--- src/ks_cfg_pkg.sv ---
// Width and pipeline constants of the adder
// DATA_W must be a power of two because the prefix tree has log2(DATA_W) rows
// Latency is fixed at PIPE_DEPTH cycles when the output is never stalled
`default_nettype none

package ks_cfg_pkg;

    ////////////////////
    // Datapath size
    ////////////////////

    // Operand width in bits
    localparam int DATA_W = 32;

    // One prefix row per doubling of the combine distance
    localparam int TREE_ROWS = $clog2(DATA_W);

    ////////////////////
    // Pipeline
    ////////////////////

    // pg stage, the tree rows, then the sum stage
    localparam int PIPE_DEPTH = TREE_ROWS + 2;

endpackage

`default_nettype wire

--- src/ks_types_pkg.sv ---
// Types shared by the adder stages
// pg_bus_t is the payload of every link between the pg stage, the rows and the sum stage
`default_nettype none

package ks_types_pkg;

    import ks_cfg_pkg::*;

    ////////////////////
    // Vectors
    ////////////////////

    // Operand or sum value
    typedef logic [DATA_W-1:0] operand_t;

    // One bit per position, used for propagate and generate terms
    typedef logic [DATA_W-1:0] bitvec_t;

    ////////////////////
    // Stage payloads
    ////////////////////

    // Request at the adder input
    typedef struct packed {
        operand_t a;
        operand_t b;
        logic     cin;
    } add_req_t;

    // Running prefix state between stages
    typedef struct packed {
        bitvec_t half_sum;  // a ^ b, untouched by the tree
        bitvec_t grp_p;
        bitvec_t grp_g;
        logic    cin;
    } pg_bus_t;

    // Result at the adder output
    typedef struct packed {
        operand_t sum;
        logic     cout;
    } add_rsp_t;

endpackage

`default_nettype wire

--- src/ks_pg_stage.sv ---
// First stage of the adder, one register deep
// The carry-in is folded into the bit 0 generate, so the tree needs no extra bit
// in_ready depends combinationally on pg_ready
`timescale 1ns/1ps
`default_nettype none

module ks_pg_stage
    import ks_types_pkg::*;
(
    input  wire logic     clk,
    input  wire logic     arst_n,
    input  wire add_req_t in_req,
    input  wire logic     in_valid,
    output logic          in_ready,
    output pg_bus_t       pg_out,
    output logic          pg_valid,
    input  wire logic     pg_ready
);

    pg_bus_t bus_d;
    pg_bus_t bus_q;
    logic    valid_q;
    logic    take;

    ////////////////////
    // Per-bit terms
    ////////////////////

    always_comb begin
        bus_d.half_sum = in_req.a ^ in_req.b;
        bus_d.grp_p    = in_req.a ^ in_req.b;
        bus_d.grp_g    = in_req.a & in_req.b;
        // Bit 0 also generates when it propagates the carry-in
        bus_d.grp_g[0] = bus_d.grp_g[0] | (bus_d.grp_p[0] & in_req.cin);
        bus_d.cin      = in_req.cin;
    end

    ////////////////////
    // Output register
    ////////////////////

    // Free when empty or when the next stage takes the current entry
    assign in_ready = !valid_q || pg_ready;
    assign take     = in_valid && in_ready;

    always_ff @(posedge clk or negedge arst_n) begin
        if (!arst_n) begin
            valid_q <= 1'b0;
        end else if (in_ready) begin
            valid_q <= in_valid;
        end
    end

    always_ff @(posedge clk) begin
        if (take) begin
            bus_q <= bus_d;
        end
    end

    assign pg_out   = bus_q;
    assign pg_valid = valid_q;

endmodule

`default_nettype wire

--- src/ks_prefix_row.sv ---
// One Kogge-Stone prefix row as a single pipeline stage
// ROW_DIST must be a power of two below DATA_W; row k uses 2**k
// Bits below ROW_DIST already hold their final group terms and pass through
`timescale 1ns/1ps
`default_nettype none

module ks_prefix_row
    import ks_cfg_pkg::*;
    import ks_types_pkg::*;
#(
    parameter int ROW_DIST = 1
) (
    input  wire logic    clk,
    input  wire logic    arst_n,
    input  wire pg_bus_t pg_in,
    input  wire logic    in_valid,
    output logic         in_ready,
    output pg_bus_t      pg_out,
    output logic         out_valid,
    input  wire logic    out_ready
);

    bitvec_t g_next;
    bitvec_t p_next;
    pg_bus_t bus_d;
    pg_bus_t bus_q;
    logic    valid_q;
    logic    take;

    ////////////////////
    // Cell array
    ////////////////////

    for (genvar i = 0; i < DATA_W; i++) begin : g_bit
        if (i < ROW_DIST) begin : g_pass
            assign g_next[i] = pg_in.grp_g[i];
            assign p_next[i] = pg_in.grp_p[i];
        end else if (i < 2 * ROW_DIST) begin : g_grey
            // Lower group ends at bit 0, so only the generate changes
            assign g_next[i] = pg_in.grp_g[i] | (pg_in.grp_p[i] & pg_in.grp_g[i-ROW_DIST]);
            assign p_next[i] = pg_in.grp_p[i];
        end else begin : g_black
            assign g_next[i] = pg_in.grp_g[i] | (pg_in.grp_p[i] & pg_in.grp_g[i-ROW_DIST]);
            assign p_next[i] = pg_in.grp_p[i] & pg_in.grp_p[i-ROW_DIST];
        end
    end

    always_comb begin
        bus_d.half_sum = pg_in.half_sum;
        bus_d.grp_p    = p_next;
        bus_d.grp_g    = g_next;
        bus_d.cin      = pg_in.cin;
    end

    ////////////////////
    // Output register
    ////////////////////

    assign in_ready = !valid_q || out_ready;
    assign take     = in_valid && in_ready;

    always_ff @(posedge clk or negedge arst_n) begin
        if (!arst_n) begin
            valid_q <= 1'b0;
        end else if (in_ready) begin
            valid_q <= in_valid;
        end
    end

    // Holds while stalled
    always_ff @(posedge clk) begin
        if (take) begin
            bus_q <= bus_d;
        end
    end

    assign pg_out    = bus_q;
    assign out_valid = valid_q;

endmodule

`default_nettype wire

--- src/ks_sum_stage.sv ---
// Last stage of the adder, one register deep
// Expects grp_g[i] to be the full carry out of bits i..0 including cin
// in_ready depends combinationally on out_ready
`timescale 1ns/1ps
`default_nettype none

module ks_sum_stage
    import ks_cfg_pkg::*;
    import ks_types_pkg::*;
(
    input  wire logic    clk,
    input  wire logic    arst_n,
    input  wire pg_bus_t pg_in,
    input  wire logic    in_valid,
    output logic         in_ready,
    output add_rsp_t     out_rsp,
    output logic         out_valid,
    input  wire logic    out_ready
);

    bitvec_t  carry_in;
    add_rsp_t rsp_d;
    add_rsp_t rsp_q;
    logic     valid_q;
    logic     take;

    ////////////////////
    // Sum bits
    ////////////////////

    // Carry into bit i is the group generate of bits below it
    assign carry_in = {pg_in.grp_g[DATA_W-2:0], pg_in.cin};

    always_comb begin
        rsp_d.sum  = pg_in.half_sum ^ carry_in;
        rsp_d.cout = pg_in.grp_g[DATA_W-1];
    end

    ////////////////////
    // Output register
    ////////////////////

    assign in_ready = !valid_q || out_ready;
    assign take     = in_valid && in_ready;

    always_ff @(posedge clk or negedge arst_n) begin
        if (!arst_n) begin
            valid_q <= 1'b0;
        end else if (in_ready) begin
            valid_q <= in_valid;
        end
    end

    always_ff @(posedge clk) begin
        if (take) begin
            rsp_q <= rsp_d;
        end
    end

    assign out_rsp   = rsp_q;
    assign out_valid = valid_q;

endmodule

`default_nettype wire

--- src/ks_adder_top.sv ---
// Pipelined Kogge-Stone adder, PIPE_DEPTH register stages deep
// One addition per cycle without back-pressure; results leave in input order
// in_ready is combinational from out_ready through the whole ready chain
`timescale 1ns/1ps
`default_nettype none

module ks_adder_top
    import ks_cfg_pkg::*;
    import ks_types_pkg::*;
(
    input  wire logic     clk,
    input  wire logic     arst_n,
    input  wire add_req_t in_req,
    input  wire logic     in_valid,
    output logic          in_ready,
    output add_rsp_t      out_rsp,
    output logic          out_valid,
    input  wire logic     out_ready
);

    // Link k feeds row k; link TREE_ROWS feeds the sum stage
    pg_bus_t row_bus   [TREE_ROWS+1];
    logic    row_valid [TREE_ROWS+1];
    logic    row_ready [TREE_ROWS+1];

    ////////////////////
    // Propagate/generate
    ////////////////////

    ks_pg_stage ks_pg_stage_i (
        .clk      (clk),
        .arst_n   (arst_n),
        .in_req   (in_req),
        .in_valid (in_valid),
        .in_ready (in_ready),
        .pg_out   (row_bus[0]),
        .pg_valid (row_valid[0]),
        .pg_ready (row_ready[0])
    );

    ////////////////////
    // Prefix tree
    ////////////////////

    for (genvar k = 0; k < TREE_ROWS; k++) begin : g_row
        ks_prefix_row #(
            .ROW_DIST (1 << k)
        ) ks_prefix_row_i (
            .clk       (clk),
            .arst_n    (arst_n),
            .pg_in     (row_bus[k]),
            .in_valid  (row_valid[k]),
            .in_ready  (row_ready[k]),
            .pg_out    (row_bus[k+1]),
            .out_valid (row_valid[k+1]),
            .out_ready (row_ready[k+1])
        );
    end

    ////////////////////
    // Sum
    ////////////////////

    ks_sum_stage ks_sum_stage_i (
        .clk       (clk),
        .arst_n    (arst_n),
        .pg_in     (row_bus[TREE_ROWS]),
        .in_valid  (row_valid[TREE_ROWS]),
        .in_ready  (row_ready[TREE_ROWS]),
        .out_rsp   (out_rsp),
        .out_valid (out_valid),
        .out_ready (out_ready)
    );

endmodule

`default_nettype wire

--- config.mk ---
export PLATFORM = sky130hd
export DESIGN_NAME = ks_adder_top
export DESIGN_NICKNAME = d
export VERILOG_FILES = /design/src/ks_cfg_pkg.sv /design/src/ks_types_pkg.sv /design/src/ks_pg_stage.sv /design/src/ks_prefix_row.sv /design/src/ks_sum_stage.sv /design/src/ks_adder_top.sv
export SDC_FILE = /design/constraint.sdc
export NUM_CORES = 1
export LEC_CHECK = 0
export BUFFER_PORTS_ARGS = -buffer_cell sky130_fd_sc_hd__buf_2
export CAP_MARGIN = 10
export CORE_MARGIN = 2
export CORE_UTILIZATION = 35
export DETAILED_ROUTE_END_ITERATION = 16
export HOLD_SLACK_MARGIN = 0.08
export PLACE_DENSITY_LB_ADDON = 0.15
export SETUP_SLACK_MARGIN = 0.5
export SYNTH_ARGS = -nofsm -noshare
export SYNTH_HDL_FRONTEND = slang
export SYNTH_SLANG_ARGS = --single-unit
--- constraint.sdc ---
create_clock -name clk -period 21 [get_ports clk]
set_input_delay 3.15 -clock clk [delete_from_list [all_inputs] [get_ports clk]]
set_output_delay 3.15 -clock clk [all_outputs]
set_load 0.005 [all_outputs]
==> out/metrics.yaml <==
sta:
  setup_total_negative_slack_ns: 0
  finalClockSkew_ns: 0.0167
  rsz0062_at_grt: "no"
  fin_crit_sh: 0.343
  worst_pin_slew_ns: 1.03
  period_minus_slack_ns: 7.21
  final_setup_violation_count: 0
  max_clock_freq_mhz: 139
  number_of_endpoints_with_negative_hold_slack_in_the_final_report: 0
  final_max_slew_viol_count: 0
  max-slew-margin-rel: 0.311
worst_setup_path:
  crit_path_end_kind: "output port"
  timing.critical_path.fanout_max: 7
  cp.arrival_ns: 4.06
  worst-endpoint-required_ns: 17.85
  worst_setup_path_start_kind: "input port"
  path_class: "input port to output port"
logic_synthesis:
  synth_top_cell_by_area: "sky130_fd_sc_hd__edfxtp_1"
  synth-seq-area-share: 0.866
  avgSynthCellArea_sq_um: 21.6
  synth.most_common_cell: "sky130_fd_sc_hd__edfxtp_1"
  cell_count_after_synthesis: 845
  synth-edff-count: 521
  yosys_warnings: 0
  area_of_the_mapped_netlist_sq_mm: 0.0183
  synth.area.top_cells: "sky130_fd_sc_hd__edfxtp_1 (86%), sky130_fd_sc_hd__a21o_1 (5.4%), sky130_fd_sc_hd__and2_1 (3.4%)"
  dominantRegCellSynth: "sky130_fd_sc_hd__edfxtp_1"
  synth_top_area_share: 0.856
  share_of_flip_flops_with_an_asynchronous_set_or_reset_after_synthesis: 0.0133
  ys_ff_latch: 528
  synthesis.nets: 946
  synthDistinctLibCells: 23
  synth_common_cells: "sky130_fd_sc_hd__edfxtp_1 (521), sky130_fd_sc_hd__a21o_1 (132), sky130_fd_sc_hd__and2_1 (100)"
clock_tree:
  cts_buffer_depth: 3
  cts.clk_slew.worst_paths_ns: 0.06
  numCtsBuffers: 53
  worstSkewPairLatency_ns: 0.58
  cts_hold_buf: 0
  clock_tree.htree_level_count: 2
  cts.repair.resized: 0
  cts_tree: "yes"
  postCtsSetupBuffers: 0
  cts_root_buffer: "sky130_fd_sc_hd__clkbuf_16"
  cts.sinks: 528
global_routing:
  antenna_violations_before_repair: 4
  largest_net_degree_at_the_start_of_global_routing: 81
  first_pass_grt_wire_length_microns: 46700
  grt_util_all_layers: 0.115
  via_count_of_the_first_global_routing_pass: 7903
  global_route.overflow_total: 0
cells_and_area:
  finish.utilization: 0.415
  n_antenna_cell: 0
  final_net_count: 1110
  post_route_cells_drive_above_1_share: 0.175
  synthToLayoutAreaGrowth_pct: 16.9
detailed_routing:
  met2WireLength_microns: 14400
  wl_per_cell_microns: 17.6
  wl_met3_microns: 1330
  length_of_routed_wiring_on_met1_microns: 13900
  drt_wirelength_microns: 30300
  route.top_layer_used: "met5"
  antenna_left: 0
  vias_per_cell: 4.30
  detailedRoute.firstPassIterationCount: 4
  route.detailed.drc: 0
  route.vias.total: 7427
  starting_drc_count_in_detailed_routing: 414
outcome:
  result_of_the_run: "completed"
place:
  gp_congestion: 0.739
  detailedPlacementHpwl_microns: 20700
  placement.io_buffers: 103
flow_run:
  max-cap-violations: 0
die:
  floorplan.die_area_sq_mm: 0.0540
  die-width_microns: 232
  floorplan.initialDensity: 0.355
  floorplan.rows: 83
  chipHeight_microns: 232
  fp.coreArea_sq_mm: 0.0514
  io_pins: 104
power_and_ir_drop:
  power.ir.vdd_worst_v: 0.0000631
  power_density_mw_per_mm2: 121
  total_leakage_power_nw: 7.91
worst_hold_path:
  timing.hold.worst.class: "flop to flop"
## sequential cells by signal, summed over array words and instances, names as in the netlist
register,flops
g_row.ks_prefix_row_i.out_valid,5
g_row.ks_prefix_row_i.pg_out,423
ks_pg_stage_i.pg_out,65
ks_pg_stage_i.pg_valid,1
ks_sum_stage_i.out_rsp,33
ks_sum_stage_i.out_valid,1
## layout by cell type, fill, tap and decap left out, types with 4 or more instances in the layout
cell type / count
sky130_fd_sc_hd__clkbuf_16: 53
sky130_fd_sc_hd__buf_4: 8
sky130_fd_sc_hd__dfrtp_1: 7
sky130_fd_sc_hd__clkinv_2: 4
sky130_fd_sc_hd__ha_1: 32
sky130_fd_sc_hd__edfxtp_1: 521
sky130_fd_sc_hd__and2_1: 99
sky130_fd_sc_hd__a21o_1: 132
sky130_fd_sc_hd__clkinv_1: 9
sky130_fd_sc_hd__xor2_1: 32
sky130_fd_sc_hd__clkbuf_1: 18
sky130_fd_sc_hd__buf_2: 103
## worst max-delay path, stage by stage
cell and delay, ns:
sky130_fd_sc_hd__buf_2 0.11, sky130_fd_sc_hd__and4b_1 0.53, sky130_fd_sc_hd__nand2_1 0.12, sky130_fd_sc_hd__buf_2 0.15
## area by class of cell
cell class / instances / area (sq um)
well taps: 680 / 851
flip-flops and latches: 528 / 15800
multi-input cells: 313 / 2490
clock buffers: 74 / 1440
inverters: 2 / 7.51
fillers: 4510 / 30100
repair buffers: 111 / 576
clock inverters: 19 / 173
## path summary, 6_finish.rpt
check                                                    startpoint                             endpoint  slack, ns  cells after the start
worst max-delay path                                      out_ready                             in_ready      13.79                      4
worst min-delay path            g_row[1].ks_prefix_row_i.pg_out[68]  g_row[2].ks_prefix_row_i.pg_out[68]       0.41                      0
worst max register to register   g_row[3].ks_prefix_row_i.out_valid  g_row[1].ks_prefix_row_i.pg_out[81]      18.26                      3
worst min register to register  g_row[1].ks_prefix_row_i.pg_out[68]  g_row[2].ks_prefix_row_i.pg_out[68]       0.41                      0
max in group asynchronous                                    arst_n   g_row[0].ks_prefix_row_i.out_valid      18.44                      1
min in group asynchronous                                    arst_n   g_row[3].ks_prefix_row_i.out_valid       2.40                      1
## cells by family after synthesis
group,Yosys count,share of synthesized area
buffers and inverters,4,0.00130
AO/OA/AOI/OAI,140,0.0577
AND/OR/NAND/NOR,109,0.0376
flip-flops,528,0.866
adder cells (fa/ha/maj),32,0.0219
XOR/XNOR,32,0.0153
## where the power goes
group          switching (mW)  internal, mW  leakage [nW]
clock network           0.367         0.511         0.783
logic                   0.116        0.0706          1.96
registers              0.0931          1.42          5.16
total                   0.576          2.01          7.91
## routing by layer
| layer | vias to the layer above | GRT usage |
|---|---|---|
| met3 | 56 | 0.0261 |
| li1 | 3624 | - |
| met2 | 133 | 0.182 |
| met4 | 2 | 0.0376 |
| met5 | - | 0 |
| met1 | 3612 | 0.159 |
## through the flow
stage          area (sq um)  setup WS, ns  hold WS (ns)  instances  power [mW]
2_1_floorplan         18300         11.15         0.400        845        1.63
3_3_place_gp          19700         13.83         0.401       1634        1.74
3_5_place_dp          19700         13.81         0.405       1634        1.74
4_1_cts               21300         13.79         0.411       1727        2.63
5_1_grt               21300         13.75         0.421       1727        2.70
6_report              21300         13.79         0.408       1727        2.58
Note: power is estimated with default switching activity, not from simulation.
